### src/common/asap_pkg.sv
// Shared sizes, reset values and width types for the ASAP instruction side
`default_nettype none

package asap_pkg;

    // ------------------------------------------------------------------
    // Instruction memory geometry
    // ------------------------------------------------------------------

    // Total bytes held by the instruction memory
    localparam int I_MEM_BYTES = 4096;

    // Top byte index of the memory array
    localparam int I_MEM_MSB = I_MEM_BYTES - 1;

    // Bits needed to select one 32-bit word of the memory
    localparam int WORD_ADDR_W = 10;

    // ------------------------------------------------------------------
    // Width types
    // ------------------------------------------------------------------

    // Word index into the instruction memory
    typedef logic [WORD_ADDR_W-1:0] word_addr_t;

    // Byte program counter
    typedef logic [31:0] pc_t;

    // One 32-bit RV32 instruction word
    typedef logic [31:0] instr_t;

    // One byte of the loader stream
    typedef logic [7:0] load_byte_t;

    // ------------------------------------------------------------------
    // Reset values
    // ------------------------------------------------------------------

    // First fetch address after reset
    localparam pc_t RESET_PC = 32'h0000_0000;

endpackage : asap_pkg

`default_nettype wire

### src/fetch_unit.sv
// Fetch stage with PC register, stall and redirect, and PC-tagged instruction output
`default_nettype none
`timescale 1ns/1ns

module fetch_unit (
    input  logic                 clock,
    input  logic                 rst_n,
    // Pipeline control
    input  logic                 run,
    input  logic                 stall,
    input  logic                 redirect,
    input  asap_pkg::pc_t        redirect_pc,
    // Memory read port
    output asap_pkg::word_addr_t fetch_addr,
    input  asap_pkg::instr_t     fetch_instr,
    // Fetched instruction toward decode
    output logic                 instr_valid,
    output asap_pkg::instr_t     instr,
    output asap_pkg::pc_t        instr_pc
);
    import asap_pkg::*;

    // ------------------------------------------------------------------
    // Program counter
    // ------------------------------------------------------------------

    // Current fetch PC, always presented to the memory
    pc_t  fetch_pc;
    pc_t  fetch_pc_next;

    // Word-aligned redirect target
    pc_t  redirect_target;

    // High when this cycle's read counts as a real request
    logic issue;

    // Redirect kills the read in flight this cycle
    // Stall alone only holds the PC
    assign issue = run && !stall && !redirect;

    // Low two bits dropped, no compressed instructions
    assign redirect_target = {redirect_pc[31:2], 2'b00};

    // Redirect first, then sequential advance, else hold
    always_comb begin : pc_next
        if (redirect) begin
            fetch_pc_next = redirect_target;
        end else if (issue) begin
            fetch_pc_next = fetch_pc + 32'd4;
        end else begin
            fetch_pc_next = fetch_pc;
        end
    end

    always_ff @(posedge clock) begin
        if (!rst_n) begin
            fetch_pc <= RESET_PC;
        end else begin
            fetch_pc <= fetch_pc_next;
        end
    end

    // Word index of the PC
    // Upper PC bits are ignored, so fetch wraps at the memory size
    assign fetch_addr = fetch_pc[WORD_ADDR_W+1:2];

    // ------------------------------------------------------------------
    // Request in flight
    // ------------------------------------------------------------------

    // One-deep record matching the memory's one cycle of latency
    logic issued_q;
    pc_t  issued_pc_q;

    // Issue bit is control state
    always_ff @(posedge clock) begin
        if (!rst_n) begin
            issued_q <= 1'b0;
        end else begin
            issued_q <= issue;
        end
    end

    // PC tag of the read in flight
    always_ff @(posedge clock) begin
        issued_pc_q <= fetch_pc;
    end

    // ------------------------------------------------------------------
    // Response
    // ------------------------------------------------------------------

    // Valid follows the previous issue bit
    // A stall starting now still lets the earlier response through
    assign instr_valid = issued_q;
    assign instr_pc    = issued_pc_q;

    // Memory output is already registered
    assign instr       = fetch_instr;

endmodule : fetch_unit

`default_nettype wire

### config.mk
export PLATFORM = sky130hd
export DESIGN_NAME = fetch_unit
export DESIGN_NICKNAME = d
export VERILOG_FILES = /design/src/common/asap_pkg.sv /design/src/fetch_unit.sv
export SDC_FILE = /design/constraint.sdc
export NUM_CORES = 1
export LEC_CHECK = 0
export BUFFER_PORTS_ARGS = -buffer_cell sky130_fd_sc_hd__buf_2
export CELL_PAD_IN_SITES_DETAIL_PLACEMENT = 0
export CELL_PAD_IN_SITES_GLOBAL_PLACEMENT = 2
export CORE_ASPECT_RATIO = 1.2
export CORE_MARGIN = 2
export CORE_UTILIZATION = 27
export CTS_CLUSTER_DIAMETER = 30
export CTS_CLUSTER_SIZE = 24
export DETAILED_ROUTE_END_ITERATION = 16
export PLACE_DENSITY_LB_ADDON = 0.1
export RECOVER_POWER = 100
export SLEW_MARGIN = 25
export SYNTH_ARGS = -nofsm -noshare
export SYNTH_HDL_FRONTEND = slang
export SYNTH_SLANG_ARGS = --single-unit
### constraint.sdc
create_clock -name clock -period 3.8 [get_ports clock]
set_input_delay 0.19 -clock clock [delete_from_list [all_inputs] [get_ports clock]]
set_output_delay 0.19 -clock clock [all_outputs]
set_load 0.1 [all_outputs]
# --- After elaboration in Yosys (flattened, before gate mapping) ---
# Index checks and enable logic that the tools add are counted.
word_totals:
  elab_cells: 14
  inputBits: 69
  output_inout_bits: 75
  regBits: 65
classes:
  reduce_logical: 6
  bitwise: 1
  n_addsub: 1
  muxes: 2
op_table:
  columns: ["operator", "n"]
  rows:
  - ["$mux W32", 2]
  - ["$add A32 B3 Y32 const B", 1]
  - ["$logic_and A1 B1 Y1", 2]
  - ["$logic_not A1 Y1", 2]
  - ["$reduce_bool A2 Y1", 1]
  - ["$reduce_or A2 Y1", 1]
  - ["$not A1 Y1", 1]

# --- Logic depth before layout (Yosys ltp) ---
depth:
  depth_word: 5
  ltp_mapped: 7
  depth_no_buf: 6

# --- Least setup slack after synthesis ---
# Ideal clock, no wire load.
synth_path:
  path_type: "reg-to-reg"
  startpoint: "register fetch_pc[2]"
  endpoint: "register fetch_pc[29]"
  slack_ps: 1821
  setup_time_ps: 74
  path_buffers: 1
  required_ps: 3726
  stages_incl_launch_ff: 6
  synth_period_minus_slack_ps: 1979
  arrival_ps: 1905
  path_cell_list: "dfxtp_1 -> nand4b_2 -> or4_4 -> buf_6 -> or4_1 -> a31oi_1"
synth_between:
  elab_chain_len: 3
synth_rtl:
  columns: ["item", "line_no", "rtl"]
  rows:
  - ["start: declaration", "fetch_unit.sv:28", "pc_t fetch_pc;"]
  - ["start signal: assignment", "fetch_unit.sv:59", "fetch_pc <= fetch_pc_next;"]
  - ["$add A32 B3 Y32", "fetch_unit.sv:49", "fetch_pc_next = fetch_pc + 32'd4;"]
  - ["$mux W32", "fetch_unit.sv:48", "end else if (issue) begin"]
  - ["$mux W32", "fetch_unit.sv:46", "if (redirect) begin"]
# Every way passes these cells. The select of a mux whose other input is x is not followed.
# A chain may end at the register's enable or synchronous reset.

# --- Final worst setup path ---
layout_path:
  startpoint: "input redirect"
  endpoint: "register fetch_pc[31]"
layout_between:
  elab_chain_len: 3
  elab_cells_between_ends: 4
  classes_between: "mux (1); reduce/logical (3)"
layout_rtl:
  columns: ["item", "line_no", "rtl"]
  rows:
  - ["start: declaration", "fetch_unit.sv:11", "input logic redirect,"]
  - ["$logic_not A1 Y1", "fetch_unit.sv:39", "assign issue = run && !stall && !redirect;"]
  - ["$logic_and A1 B1 Y1", "fetch_unit.sv:39", null]
  - ["$reduce_bool A2 Y1 (no source line)", null, null]
# Parallel ways exist; a longest one is shown, timed or not.

==> impl_metrics.tcl <==
set metrics [dict create \
    synthDistinctLibCells 45 \
    ant_nets 0 \
    avgSynthCellArea_um2 9.231 \
    hp-class "input pin to register" \
    power_density_nw_per_um2 576.4 \
    rows 40 \
    cts_tree "yes" \
    rr_startpoint "fetch_pc[2]$_SDFFE_PN0P_" \
    drt-pass1-iter-count 5 \
    cp.required_ns 4.02 \
    die_area_um2 11050 \
    p_leak_nw 1.188 \
    drive_gt1_frac 0.1488 \
    synth_warnings 0 \
    dp.cells 446 \
    slowest_delay_ns 1.18 \
    finalMaxSlewViolations 40 \
    peakVddDrop_uv 211.6 \
    crit_chain "clkbuf_1 -> inv_1 -> clkbuf_1 -> nand2_1 -> or4_1 -> and3_1" \
    finalCriticalPeriod_ns 2.480 \
    netlist_area_um2 2760 \
    cp-start-kind "input pin" \
    synth.most_common_cell "dfxtp_1" \
    syn_to_final_growth_pct 13.42 \
    hold_violations 0 \
    fmax_mhz 403.3 \
    fin_nets 401 \
    clock_latency_ns 0.33 \
    arrival_ns 2.70 \
    synth-seq-cells 61 \
    grt_pass1_vias 2084 \
    setup_ws_ns 1.320 \
    cts.sinks 61 \
    nFillCells 1103 \
    outcome "finished with violations" \
    crit_type "input pin to register" \
    cp_common_cell "clkbuf_1" \
    finalCritPeriodShare 0.6525 \
    synth_area_leaders "dfxtp_1, buf_4, o21ai_0" \
    core_area_um2 10010 \
    grt_max_degree 40 \
    synth_common_cells "dfxtp_1, buf_4, o21ai_0" \
    final_cells 462 \
    cts-root-buf "clkbuf_16" \
    hp-start "redirect_pc[2]" \
    hold_buffers 0 \
    grt_pass1_wl_um 11010 \
    portBuffers 75 \
    critical-path-top-delay-family "buffers and inverters" \
    maxCapViolations 1 \
    crit_path_start "redirect" \
    async_flop_share 0 \
    drt_iter0_markers 63 \
    failed_checks "max-capacitance violations, max-slew violations" \
    drc 0 \
    skew_ns 0.007654 \
    max_slew_margin -0.06965 \
    slowest_stage "clkbuf_1" \
    critPathCaptureType "register" \
    finalSetupViolations 0 \
    htree_levels 3 \
    synthFlopType "dfxtp_1" \
    grt.total_usage 0.1361 \
    path_buf_inv 3 \
    start_util 0.2757 \
    cts_buffers 9 \
    dp_slack_ns 1.572 \
    rsz0062_at_grt "false" \
    n_antenna_cell 0 \
    die_width_um 96.30 \
    antenna_found_initial 0 \
    die_y_um 114.8 \
    syn_inst 299 \
    wl_per_cell_um 15.44 \
    routed_via_density 4.812 \
    worstMarginPinSlew_ns 1.604 \
    path_clk_slew_ns 0.05 \
    critPathMaxFanout 39 \
    seq_area_frac_synth 0.4424 \
    synth_edf_count 0 \
    grt_overflow_total 0 \
    yosysTopAreaCell "dfxtp_1" \
    setup_tns_ns 0 \
    post-cts-setup-buffers 0 \
    cts_max_path_buffers 2 \
    wl_um 7135 \
    ios 144 \
    dr_total_vias 2223 \
    yosysTopAreaCellShare 0.4424 \
    gp_congestion 0.6721 \
    postCtsResizedCells 0 \
    dp_hpwl_um 4906 \
]
-- final timing paths --
kind / to / slack, ns / depth (start not counted)
worst max-delay path: fetch_pc[31]$_SDFFE_PN0P_ / 1.32 / 6
worst min-delay path: fetch_pc[2]$_SDFFE_PN0P_ / 0.09 / 2
worst max register to register: fetch_pc[31]$_SDFFE_PN0P_ / 1.36 / 4
worst min register to register: instr_pc[31]$_DFF_P_ / 0.37 / 0
-- cell type report --
cell class                 count  area [um2]  share of cell area
clock inverter                 1       5.005            0.001599
tap                          126       157.7             0.05036
timing repair buffer          77       334.1              0.1067
sequential                    61        1221              0.3901
clock buffer                  15       267.8             0.08553
multi-input combinational    179        1134              0.3621
inverter                       3       11.26            0.003597
-- worst reg2reg max path: stages, from the launching register on --
cell and delay [ns]:
dfxtp_1 0.46, nand4b_1 0.31, or4_1 0.80, or4_1 0.59, and3_1 0.17
-- routing by layer --
metal  GRT usage  share of wire  up-vias
met5           0              0        -
met4     0.08263          0.024        0
met3     0.03473          0.051       13
met2      0.2190           0.49       63
met1      0.1613           0.44     1030
li1            -              -     1117
-- cell usage in the layout (no fill, tap or decap), types with 3 or more instances in the layout --
master     instances
nand2_1           20
nor3_1             7
or4_1             11
o211a_1            6
and2_1             4
xnor2_1            8
and4_1             5
o21a_1             3
dfxtp_1           61
clkbuf_16          9
o31ai_1            5
clkbuf_1          47
xor2_1             3
buf_2             33
o211ai_1           4
o311a_1            4
nand3_1           15
a21oi_1            7
nand4_1           11
and3_1             3
nand2b_1          11
a31oi_1            8
o21ai_0           24
-- flip-flops by register name, indices dropped and copies added, names as in the netlist --
signal       flops
fetch_pc        30
instr_pc        30
instr_valid      1
-- where the power goes --
part	internal, W	switching [W]
logic	0.0000538	0.000277
registers	0.000685	0.0000396
clock network	0.000476	0.000273
-- metrics by stage --
stage	utilization	hold WS, ns	total power (W)	cell area (um2)
2_1_floorplan	-	0.3278	0.001179	2764
3_3_place_gp	0.2923	0.3648	0.001079	2925
3_5_place_dp	0.2923	0.3664	0.001080	2925
4_1_cts	0.3195	0.07960	0.001848	3198
5_1_grt	0.3128	0.1004	0.001882	3131
6_report	0.3128	0.09197	0.001805	3131
-- cells by family (layout without fill, tap and decap cells) --
| kind of cell | Yosys count | in the layout | share of synthesized area |
|---|---|---|---|
| compound gates | 65 | 65 | 0.1559 |
| xor+xnor | 11 | 11 | 0.03491 |
| fa+ha+maj | 1 | 1 | 0.004532 |
| buf+inv | 60 | 96 | 0.1442 |
| flops | 61 | 61 | 0.4424 |
| mux | 1 | 1 | 0.003627 |
| other cells | 1 | 2 | 0.001359 |
| simple gates | 99 | 99 | 0.2131 |
No activity file was read; power rests on OpenSTA's default activity.
