$ cat src/common/asap_pkg.sv
// Shared sizes, reset values and width types for the ASAP instruction side
`default_nettype none

package asap_pkg;

    // ------------------------------------------------------------------
    // Instruction memory geometry
    // ------------------------------------------------------------------

    // Total bytes held by the instruction memory
    localparam int I_MEM_BYTES = 4096;

    // Top byte index of the memory array
    localparam int I_MEM_MSB = I_MEM_BYTES - 1;

    // Bits needed to select one 32-bit word of the memory
    localparam int WORD_ADDR_W = 10;

    // ------------------------------------------------------------------
    // Width types
    // ------------------------------------------------------------------

    // Word index into the instruction memory
    typedef logic [WORD_ADDR_W-1:0] word_addr_t;

    // Byte program counter
    typedef logic [31:0] pc_t;

    // One 32-bit RV32 instruction word
    typedef logic [31:0] instr_t;

    // One byte of the loader stream
    typedef logic [7:0] load_byte_t;

    // ------------------------------------------------------------------
    // Reset values
    // ------------------------------------------------------------------

    // First fetch address after reset
    localparam pc_t RESET_PC = 32'h0000_0000;

endpackage : asap_pkg

`default_nettype wire

$ cat src/common/imem_rw_if.sv
// Shared read/write word port of the instruction memory
`default_nettype none
`timescale 1ns/1ns

interface imem_rw_if;
    import asap_pkg::*;

    // Word address of the access, read or write
    word_addr_t address;

    // Word to store when wren is high
    instr_t     wdata;

    // Write strobe, one word per cycle
    logic       wren;

    // Registered read data, one cycle after address
    instr_t     q;

    // Side that issues the accesses
    modport owner (
        output address,
        output wdata,
        output wren,
        input  q
    );

    // Memory side of the port
    modport mem (
        input  address,
        input  wdata,
        input  wren,
        output q
    );

endinterface : imem_rw_if

`default_nettype wire

$ cat src/imem_loader.sv
// Instruction memory loader that packs bytes into words, with a debug read path
`default_nettype none
`timescale 1ns/1ns

module imem_loader (
    input  logic                   clock,
    input  logic                   rst_n,
    // Byte load stream
    input  logic                   load_start,
    input  asap_pkg::word_addr_t   load_addr,
    input  logic                   load_valid,
    input  asap_pkg::load_byte_t   load_byte,
    // Debug read request and answer
    input  logic                   dbg_rd,
    input  asap_pkg::word_addr_t   dbg_addr,
    output logic                   dbg_valid,
    output asap_pkg::instr_t       dbg_data,
    // Shared memory port
    imem_rw_if.owner               mem
);
    import asap_pkg::*;

    // ------------------------------------------------------------------
    // Byte packing
    // ------------------------------------------------------------------

    // Bytes received so far for the current word
    logic [1:0]  byte_cnt;
    logic [1:0]  byte_cnt_eff;

    // Lower three bytes of the word, oldest byte ends in bits 7:0
    logic [23:0] word_q;

    // Write word address and the one seen by this cycle
    word_addr_t  wr_addr;
    word_addr_t  wr_addr_eff;

    // Word complete in this cycle
    logic        wr;

    // Start acts first, so a byte in the same cycle is byte 0
    assign byte_cnt_eff = load_start ? 2'd0 : byte_cnt;
    assign wr_addr_eff  = load_start ? load_addr : wr_addr;
    assign wr           = load_valid && (byte_cnt_eff == 2'd3);

    always_ff @(posedge clock) begin
        if (!rst_n) begin
            byte_cnt <= 2'd0;
            wr_addr  <= '0;
        end else begin
            // Counter wraps from three to zero on the last byte
            if (load_valid) begin
                byte_cnt <= byte_cnt_eff + 2'd1;
            end else if (load_start) begin
                byte_cnt <= 2'd0;
            end
            // Auto-increment after each stored word
            if (wr) begin
                wr_addr <= wr_addr_eff + word_addr_t'(1);
            end else if (load_start) begin
                wr_addr <= load_addr;
            end
        end
    end

    // Shift right so the first byte settles lowest
    always_ff @(posedge clock) begin
        if (load_valid) begin
            word_q <= {load_byte, word_q[23:8]};
        end
    end

    // ------------------------------------------------------------------
    // Debug read and port arbitration
    // ------------------------------------------------------------------

    // Request waiting for a free port cycle
    logic       dbg_pend;
    word_addr_t dbg_pend_addr;

    // Request seen this cycle, a fresh pulse replaces the waiting one
    logic       dbg_req;
    word_addr_t dbg_req_addr;

    // Port carries a debug read this cycle
    logic       dbg_read;

    assign dbg_req      = dbg_rd || dbg_pend;
    assign dbg_req_addr = dbg_rd ? dbg_addr : dbg_pend_addr;
    assign dbg_read     = dbg_req && !wr;

    // Write wins the port, the read goes out otherwise
    assign mem.wren    = wr;
    assign mem.wdata   = {load_byte, word_q};
    assign mem.address = wr ? wr_addr_eff : dbg_req_addr;

    always_ff @(posedge clock) begin
        if (!rst_n) begin
            dbg_pend  <= 1'b0;
            dbg_valid <= 1'b0;
        end else begin
            // Keep waiting only while a write holds the port
            dbg_pend  <= dbg_req && wr;
            dbg_valid <= dbg_read;
        end
    end

    always_ff @(posedge clock) begin
        if (dbg_req) begin
            dbg_pend_addr <= dbg_req_addr;
        end
    end

    // Port data is registered in the memory and lines up with dbg_valid
    assign dbg_data = mem.q;

endmodule : imem_loader

`default_nettype wire

$ cat src/flat_wrapper.sv
// flat-port wrapper written by rule: the top's interface ports become plain ports
module imem_loader_flat import asap_pkg::*;
  (clock, rst_n, load_start, load_addr, load_valid, load_byte, dbg_rd, dbg_addr, dbg_valid, dbg_data, mem_address, mem_wdata, mem_wren, mem_q);
  imem_rw_if mem_i ();
  input  logic clock;
  input  logic rst_n;
  input  logic load_start;
  input  asap_pkg::word_addr_t load_addr;
  input  logic load_valid;
  input  asap_pkg::load_byte_t load_byte;
  input  logic dbg_rd;
  input  asap_pkg::word_addr_t dbg_addr;
  output logic dbg_valid;
  output asap_pkg::instr_t dbg_data;
  output wire logic [$bits(mem_i.address)-1:0] mem_address;
  output wire logic [$bits(mem_i.wdata)-1:0] mem_wdata;
  output wire logic [$bits(mem_i.wren)-1:0] mem_wren;
  input wire logic [$bits(mem_i.q)-1:0] mem_q;
  assign mem_address = mem_i.address;
  assign mem_wdata = mem_i.wdata;
  assign mem_wren = mem_i.wren;
  assign mem_i.q = mem_q;
  imem_loader u_core (.clock(clock), .rst_n(rst_n), .load_start(load_start), .load_addr(load_addr), .load_valid(load_valid), .load_byte(load_byte), .dbg_rd(dbg_rd), .dbg_addr(dbg_addr), .dbg_valid(dbg_valid), .dbg_data(dbg_data), .mem(mem_i));
endmodule
$ cat config.mk
export PLATFORM = sky130hd
export DESIGN_NAME = imem_loader_flat
export DESIGN_NICKNAME = d
export VERILOG_FILES = /design/src/common/asap_pkg.sv /design/src/common/imem_rw_if.sv /design/src/imem_loader.sv /design/src/flat_wrapper.sv
export SDC_FILE = /design/constraint.sdc
export NUM_CORES = 1
export LEC_CHECK = 0
export BUFFER_PORTS_ARGS = -buffer_cell sky130_fd_sc_hd__buf_2
export CAP_MARGIN = 20
export CORE_ASPECT_RATIO = 0.7
export CORE_MARGIN = 4
export CORE_UTILIZATION = 26
export CTS_BUF_LIST = sky130_fd_sc_hd__clkbuf_4 sky130_fd_sc_hd__clkbuf_8
export CTS_CLUSTER_DIAMETER = 50
export DETAILED_ROUTE_END_ITERATION = 12
export GPL_ROUTABILITY_DRIVEN = 0
export SYNTH_ARGS = -nofsm -noshare
export SYNTH_HDL_FRONTEND = slang
export SYNTH_SLANG_ARGS = --single-unit
$ cat constraint.sdc
create_clock -name clock -period 2.14 [get_ports clock]
set_input_delay 0.214 -clock clock [delete_from_list [all_inputs] [get_ports clock]]
set_output_delay 0.214 -clock clock [all_outputs]
set_load 0.03 [all_outputs]
* Yosys cells after proc, flatten, opt, wreduce, memory -nomap -nowiden
Index checks and enable logic that the tools add are counted.
** Word-level totals
- Flip-flop bits (word level) :: 48
- Output and inout bits :: 76
** Cells by class
- Multiplexer cells :: 6
- Add/sub/neg operators :: 2
- Reductions and logical operators :: 5
- Equal/unequal tests :: 1
** Operator list (count)
- $mux W10 :: 4
- $add A10 B1 Y10 const B :: 1
- $mux W2 :: 2
- $logic_and A1 B1 Y1 :: 3
- $add A2 B1 Y2 const B :: 1
- $eq A2 B2 Y1 const B :: 1
- $logic_not A1 Y1 :: 1
- $logic_or A1 B1 Y1 :: 1

* Depth between registers and ports, before layout
Gate-level depths: netlist (run 1).
- Depth in word-level cells :: 5
- Depth in mapped cells :: 10

* Least setup slack after synthesis (run 1)
Ideal clock, no wire load.
- Path kind :: input to output
- From :: input load_start
- To :: output mem_address[0]
- Path slack :: -125 ps
- Data required time :: 1926 ps
- Path buffers :: 3
- Stages on the path :: 9
- Data arrival time :: 2051 ps
- Path through :: buf_6 > buf_4 > nor2b_1 > ha_1 > nand2_1 > inv_1 > clkbuf_1 > nor2_1 > nor2_1
** Between the ends
- Longest elaborated chain between the ends :: 4
- Elaborated cells between the ends (all ways) :: 5
** Ends and longest elaborated chain
- start, declared :: RTL line flat_wrapper.sv:7 : input logic load_start;
- $mux W2
- $eq A2 B2 Y1 :: RTL line imem_loader.sv:44 : assign wr = load_valid && (byte_cnt_eff == 2'd3);
- $logic_and A1 B1 Y1 :: RTL line imem_loader.sv:44
- named net mem_wren :: RTL line flat_wrapper.sv:17 : output wire logic [$bits(mem_i.wren)-1:0] mem_wren;
- $mux W10 :: RTL line imem_loader.sv:95 : assign mem.address = wr ? wr_addr_eff : dbg_req_addr;
- end, declared :: RTL line flat_wrapper.sv:15 : output wire logic [$bits(mem_i.address)-1:0] mem_address;
The timed path passes the listed nets, and every way through them passes these cells.

* Worst setup path after layout (run 1)
- From :: register u_core.byte_cnt[1]
- To :: output mem_address[2]
** Between the ends
- Longest elaborated chain between the ends :: 4
** Ends and longest elaborated chain
- start, declared :: RTL line imem_loader.sv:28 : logic [1:0] byte_cnt;
- start signal, assigned :: RTL line imem_loader.sv:53 : byte_cnt <= byte_cnt_eff + 2'd1;
- $mux W2
- $eq A2 B2 Y1 :: RTL line imem_loader.sv:44
- $logic_and A1 B1 Y1 :: RTL line imem_loader.sv:44
- $mux W10 :: RTL line imem_loader.sv:95
Every way passes these cells.

==> impl_metrics.ini, run 1 <==
[outcome]
status = finished clean

[floorplanning]
dieArea_mm2 = 0.0105
io-pin-count = 141
floorplan.core_area_mm2 = 0.00858
core.rowCount = 28
die_width_um = 121
floorplan.initialDensity = 0.270
die_extent_in_y_um = 87.1

[worst_hold_path]
holdCritStartpoint = load_byte[6]
whs_endpoint = u_core.word_q[22]$_DFFE_PP_
hold-path-cell-count = 1
timing.hold.worst.class = input port to flip-flop

[global_routing]
antenna_violations_before_repair = 0
largest_net_degree_at_the_start_of_global_routing = 25
grt_remaining_overflow = 0
wire_length_of_the_first_global_routing_pass_um = 7600
first_global_vias = 1467
total_routing_usage_reported_by_global_routing = 0.0929

[setup_path]
worst-setup-path-type = flip-flop to output port
critical_path.reg2reg.endpoint = u_core.wr_addr[5]$_SDFF_PN0_
critical_path_required_ps = 1930
worst-path-max-fanout = 11
regToRegStartpoint = u_core.byte_cnt[1]$_SDFF_PN0_
r2r_setup_slack_ps = 480
cp-end-kind = output port
worst_setup_path_start_kind = flip-flop
worstRegToRegCells = 7
worst_ep_arrival_time_ps = 1790

[power]
power_density_mw_per_mm2 = 777
vdd_ir_drop_max_uv = 197
power.static_leakage_uw = 0.00113
post_layout_total_power_uw = 2080

[finish]
area.growth.synth_to_final_pct = 15.4
final_layout_size_suffix_gt1_frac = 0.481
antenna_cells = 0
nets = 301
n_fill_cell = 887
final_std_cell_area_no_fill_mm2 = 0.00268
post-route-util = 0.312

[clocking]
cts_inserted_buffers = 5
cts-hold-fix-buffers = 0
htreeDepth = 2
clk_latency_ps = 300
maximum_clock_insertion_buffer_count = 2
cts_tree = yes
clk_root_buffer_cell = sky130_fd_sc_hd__clkbuf_8
cts.sink_count = 48
path_clk_slew_ps = 100

[synthesis]
sequential_to_total_area_share_from_yosys_stat = 0.561
synth.ff_latch_count = 48
synth-edff-count = 34
synth.cells.most_frequent = sky130_fd_sc_hd__buf_4, sky130_fd_sc_hd__edfxtp_1, sky130_fd_sc_hd__nor2_1, sky130_fd_sc_hd__dfxtp_1, sky130_fd_sc_hd__mux2_2
synth_async_sr_flop_share = 0
synth_instances = 192
yosysTopAreaCell = sky130_fd_sc_hd__edfxtp_1
yosys_warnings = 0
synth_flop_cell = sky130_fd_sc_hd__edfxtp_1
post-synth-top-count-cell = sky130_fd_sc_hd__buf_4
synth.distinct_cells = 32
postSynthAreaPerCell_um2 = 12.1
post-synth-top-area-fraction = 0.440
synthesis.area_mm2 = 0.00232
synthTopCellsByArea = sky130_fd_sc_hd__edfxtp_1, sky130_fd_sc_hd__buf_4, sky130_fd_sc_hd__dfxtp_1
synth_fp_nets = 259

[placement]
dp_hpwl_um = 3740
portBuffers = 76
dp_worst_setup_slack_ps = 213
place_area_mm2 = 0.00255

[sta]
layout_worst_path_cycle_share = 0.936
maxClockFrequency_mhz = 499
timing_hold_violations_final = 0
setup_viol_count_final = 0
max_slew.worst_pin.slew_ps = 465
slew-limit-headroom = 0.690
finalMaxSlewViolations = 0
final.setup_skew_ps = 9.71
fin_hold_ws_ps = 97.9
final.setup.worst_slack_ps = 137
finalWorstPathRequiredPeriod_ps = 2000

[job]
max_cap_viol_count = 0

[route]
top_signal_layer_used = met4
detailroute.wirelength.met3_um = 291
postRouteAntennaNets = 0
drc = 0
postRouteWirelength_um = 4770
detail_route.vias_per_cell = 4.12
met2WireLength_um = 2280
route.vias.total = 1464
number_of_drc_markers_after_the_initial_detailed_route_iteration = 86
routed_wire_length_per_instance_um = 13.4
met1_length_um = 2120
detailedRoute.firstPassIterationCount = 4
## cell type report
cell class              instances  area [µm²]  share of cell area
multi-input cells              95         673               0.251
inverters                       2        7.51             0.00280
flip-flops and latches         48        1300               0.486
well taps                     120         150              0.0561
clock inverters                 3        42.5              0.0159
clock buffers                   5        68.8              0.0257
repair buffers                 82         434               0.162
## critical path, cell delays in order, from the launching register on
cell	delay, ps
sky130_fd_sc_hd__dfxtp_1	310
sky130_fd_sc_hd__nor2b_1	180
sky130_fd_sc_hd__ha_2	210
sky130_fd_sc_hd__nand2_2	100
sky130_fd_sc_hd__inv_1	120
sky130_fd_sc_hd__buf_6	150
sky130_fd_sc_hd__nor2_1	50
sky130_fd_sc_hd__a21oi_1	180
sky130_fd_sc_hd__buf_4	200
## repair_timing
item	4_1_cts	5_1_grt
gates resized for setup	1	5
buffers inserted	0	0
setup endpoints to repair	1	10
## placed cells by master, fill, tap and decap left out
cell / instances
sky130_fd_sc_hd__mux2_2: 13
sky130_fd_sc_hd__xor2_1: 3
sky130_fd_sc_hd__a211oi_1: 2
sky130_fd_sc_hd__a21oi_2: 1
sky130_fd_sc_hd__or2_2: 1
sky130_fd_sc_hd__bufinv_16: 1
sky130_fd_sc_hd__mux2i_1: 6
sky130_fd_sc_hd__buf_6: 1
sky130_fd_sc_hd__o21ai_0: 1
sky130_fd_sc_hd__nand4b_1: 1
sky130_fd_sc_hd__nand2_2: 1
sky130_fd_sc_hd__clkbuf_8: 5
sky130_fd_sc_hd__clkbuf_4: 1
sky130_fd_sc_hd__nor3_2: 2
sky130_fd_sc_hd__mux2i_4: 1
sky130_fd_sc_hd__mux2_4: 2
sky130_fd_sc_hd__dfxtp_1: 14
sky130_fd_sc_hd__a21oi_1: 11
sky130_fd_sc_hd__clkinv_1: 1
sky130_fd_sc_hd__nand2_1: 4
sky130_fd_sc_hd__edfxtp_1: 34
sky130_fd_sc_hd__nor2b_1: 1
sky130_fd_sc_hd__nor3_1: 3
sky130_fd_sc_hd__nor2b_2: 1
sky130_fd_sc_hd__inv_1: 2
sky130_fd_sc_hd__nand4_1: 2
sky130_fd_sc_hd__xnor2_1: 2
sky130_fd_sc_hd__clkinv_4: 1
sky130_fd_sc_hd__buf_4: 6
sky130_fd_sc_hd__ha_2: 1
sky130_fd_sc_hd__ha_1: 1
sky130_fd_sc_hd__buf_2: 74
sky130_fd_sc_hd__nor2_1: 27
sky130_fd_sc_hd__and2_1: 1
sky130_fd_sc_hd__nand3_1: 2
sky130_fd_sc_hd__and3_4: 1
sky130_fd_sc_hd__and4b_1: 1
sky130_fd_sc_hd__a31o_1: 1
sky130_fd_sc_hd__and3_1: 2
## worst max path at each step
stage                                   from        endpoint  slack (ps)  cells after the start
2_1_floorplan                     load_start  mem_address[0]         100                      9
3_3_place_gp                      load_start  mem_address[2]         310                      9
3_5_place_dp                      load_start  mem_address[2]         210                      9
4_1_cts        u_core.byte_cnt[0]$_SDFF_PN0_  mem_address[2]           7                      8
5_1_grt        u_core.byte_cnt[1]$_SDFF_PN0_  mem_address[9]          -9                      8
6_report       u_core.byte_cnt[1]$_SDFF_PN0_  mem_address[2]         140                      8
## sequential cells by signal, indices dropped and copies added (netlist names)
name                  cells
u_core.dbg_valid          1
u_core.dbg_pend_addr     10
u_core.word_q            24
u_core.dbg_pend           1
u_core.byte_cnt           2
u_core.wr_addr           10
## layer usage
| metal | GRT usage | vias up |
|---|---|---|
| li1 | - | 707 |
| met1 | 0.118 | 707 |
| met2 | 0.148 | 37 |
| met3 | 0.0305 | 13 |
| met4 | 0.0350 | 0 |
| met5 | 0 | - |
## kinds of logic (layout without fill, tap and decap cells)
| logic type | Yosys count | after routing | share of synthesized area |
|---|---|---|---|
| buffers and inverters | 49 | 92 | 0.153 |
| flip-flops | 48 | 48 | 0.561 |
| AO/OA/AOI/OAI | 16 | 16 | 0.0399 |
| AND/OR/NAND/NOR | 50 | 50 | 0.106 |
| multiplexers | 22 | 22 | 0.112 |
| XOR/XNOR | 5 | 5 | 0.0189 |
| adder cells (fa/ha/maj) | 2 | 2 | 0.0108 |
## metrics by stage
stage               setup TNS (ps)  instances
CTS                              0        355
detailed placement               0        347
floorplan                        0        192
global route                 -16.5        355
global placement                 0        347
finish                           0        355
## power by group
group / internal [µW] / total [µW] / switching (µW)
combinational: 119 / 345 / 226
sequential: 1060 / 1080 / 19.8
clock: 347 / 653 / 306
Note: power is estimated with default switching activity, not from simulation.
==> run 2: changes to the inputs <==
--- a/config.mk
+++ b/config.mk
@@ -11,7 +11,6 @@
 export CORE_MARGIN = 4
 export CORE_UTILIZATION = 26
 export CTS_BUF_LIST = sky130_fd_sc_hd__clkbuf_4 sky130_fd_sc_hd__clkbuf_8
-export CTS_CLUSTER_DIAMETER = 50
 export DETAILED_ROUTE_END_ITERATION = 12
 export GPL_ROUTABILITY_DRIVEN = 0
 export SYNTH_ARGS = -nofsm -noshare
==> constraint.sdc (replaced) <==
create_clock -name clock -period 2.14 [get_ports clock]
set_input_delay 0.428 -clock clock [delete_from_list [all_inputs] [get_ports clock]]
set_output_delay 0.428 -clock clock [all_outputs]
set_load 0.03 [all_outputs]
==> impl_metrics.ini, run 2 (synthesis results as in run 1) <==
[outcome]
status = finished clean

[setup_path]
regToRegStartpoint = u_core.byte_cnt[1]$_SDFF_PN0_
slowest_stage_cell_cp = sky130_fd_sc_hd__dfxtp_1
critical-path-max-stage-delay_ps = 320
path_cells = nor2b_2 -> ha_2 -> nand2_2 -> buf_4 -> nor2_2 -> nor2_4 -> buf_2
worst-setup-path-type = flip-flop to output port
worst-path-max-fanout = 6
worstRegToRegCells = 7
cp-end-kind = output port
r2r_setup_slack_ps = 430
critical_path_required_ps = 1710
worst_ep_arrival_time_ps = 1630
critical_path.reg2reg.endpoint = u_core.wr_addr[5]$_SDFF_PN0_
worst_setup_path_start_kind = flip-flop

[finish]
finalNonFillerCells = 359
final_std_cell_area_no_fill_mm2 = 0.00282
mostFrequentLayoutCell = sky130_fd_sc_hd__buf_2
final_layout_size_suffix_gt1_frac = 0.561
area.growth.synth_to_final_pct = 21.6
layout_common_cells = sky130_fd_sc_hd__buf_2, sky130_fd_sc_hd__edfxtp_1, sky130_fd_sc_hd__nor2_1
largest_register_ff_count = 24
antenna_cells = 0
nets = 305
registers.top_by_ff_count = u_core.word_q
reg_top3 = u_core.word_q: 24 flops, u_core.dbg_pend_addr: 10 flops, u_core.wr_addr: 10 flops

[power]
power.switching_fraction = 0.283
sequentialPowerShare = 0.528
post_layout_total_power_uw = 2050
share_clk_of_total_power = 0.289
vdd_ir_drop_max_uv = 246
internal_power_uw = 1470
power.static_leakage_uw = 0.00115
power_density_mw_per_mm2 = 727
switchingPower_uw = 580
pwr-share-comb = 0.183

[global_routing]
wire_length_of_the_first_global_routing_pass_um = 7760
largest_net_degree_at_the_start_of_global_routing = 28
grt_remaining_overflow = 0
first_global_vias = 1468
total_routing_usage_reported_by_global_routing = 0.0964
antenna_violations_before_repair = 0

[placement]
place.detailed.instances = 351
place_area_mm2 = 0.00270
dp_hpwl_um = 3940
portBuffers = 76

[worst_hold_path]
hold-path-cell-count = 1
whs_endpoint = u_core.word_q[23]$_DFFE_PP_
holdCritStartpoint = load_byte[7]
timing.hold.worst.class = input port to flip-flop

[route]
detailedRoute.firstPassIterationCount = 4
number_of_drc_markers_after_the_initial_detailed_route_iteration = 55
postRouteAntennaNets = 0
detail_route.vias_per_cell = 4.20
postRouteWirelength_um = 5150
drc = 0
routed_wire_length_per_instance_um = 14.3
route.vias.total = 1507

[sta]
finalMaxSlewViolations = 0
timing_hold_violations_final = 0
maxClockFrequency_mhz = 486
setup_viol_count_final = 0
rsz0062_at_grt = true
fin_setup_tns_ps = 0
max_slew.worst_pin.slew_ps = 478
finalWorstPathRequiredPeriod_ps = 2060
final.setup_skew_ps = 7.81
layout_worst_path_cycle_share = 0.961
slew-limit-headroom = 0.681

[floorplanning]
die_width_um = 121
dieArea_mm2 = 0.0105
floorplan.core_area_mm2 = 0.00858
core.rowCount = 28
floorplan.initialDensity = 0.270
die_extent_in_y_um = 87.1
io-pin-count = 141

[clocking]
clk_latency_ps = 300
htreeDepth = 2
clk_root_buffer_cell = sky130_fd_sc_hd__clkbuf_8
path_clk_slew_ps = 90
cts-hold-fix-buffers = 0
cts.sink_count = 48
post-cts-setup-buffers = 0
cts_tree = yes
cts_inserted_buffers = 5
maximum_clock_insertion_buffer_count = 2

[job]
max_cap_viol_count = 0
[run 2: how the worst max path moves through the flow]
stage                                             start              to  depth (start not counted)
final                     u_core.byte_cnt[1]$_SDFF_PN0_  mem_address[5]                          7
after global routing      u_core.byte_cnt[1]$_SDFF_PN0_  mem_address[5]                          7
after CTS                 u_core.byte_cnt[1]$_SDFF_PN0_  mem_address[2]                          7
after detailed placement                     load_start  mem_address[2]                          8
after global placement                       load_start  mem_address[0]                          8
after floorplan                              load_start  mem_address[0]                          9
[run 2: power by group through the flow]
stage	combinational (µW)	clock, µW	sequential [µW]
floorplan	305	0	1170
finish	376	593	1080
detailed placement	378	0	1110
global route	403	650	1090
CTS	379	614	1080
global placement	375	0	1100
[run 2: layer usage]
layer	wire length [µm]	global-route usage	share of wire	vias up
met5	0	0	0	-
met2	2360	0.145	0.46	47
li1	-	-	-	720
met1	2390	0.130	0.46	729
met3	318	0.0286	0.062	11
met4	78	0.0401	0.015	0
[run 2: critical path, delay by kind of cell (launching register included)]
kind / cells / cell delay (ps)
adder cells (fa/ha/maj): 1 / 200
buffers and inverters: 2 / 350
flip-flops: 1 / 320
AND/OR/NAND/NOR: 4 / 450
[run 2: cell type report]
type,count,area [µm²]
multi-input combinational,95,788
clock inverter,1,8.76
timing repair buffer,86,470
fill,898,5760
clock buffer,7,90.1
inverter,2,12.5
sequential,48,1300
tap,120,150
[run 2: what timing repair did]
item	in CTS	in global routing
setup endpoints to repair	11	11
pin swaps	0	0
gates resized for setup	1	9
[run 2: through the flow]
| stage | hold WS [ps] | utilization | setup WS (ps) |
|---|---|---|---|
| detailed placement | 434 | 0.314 | -12.5 |
| global route | 295 | 0.329 | -36.4 |
| floorplan | 527 | - | 21.1 |
| global placement | 426 | 0.314 | 39.0 |
| finish | 313 | 0.329 | 82.6 |
| CTS | 298 | 0.326 | -10.8 |
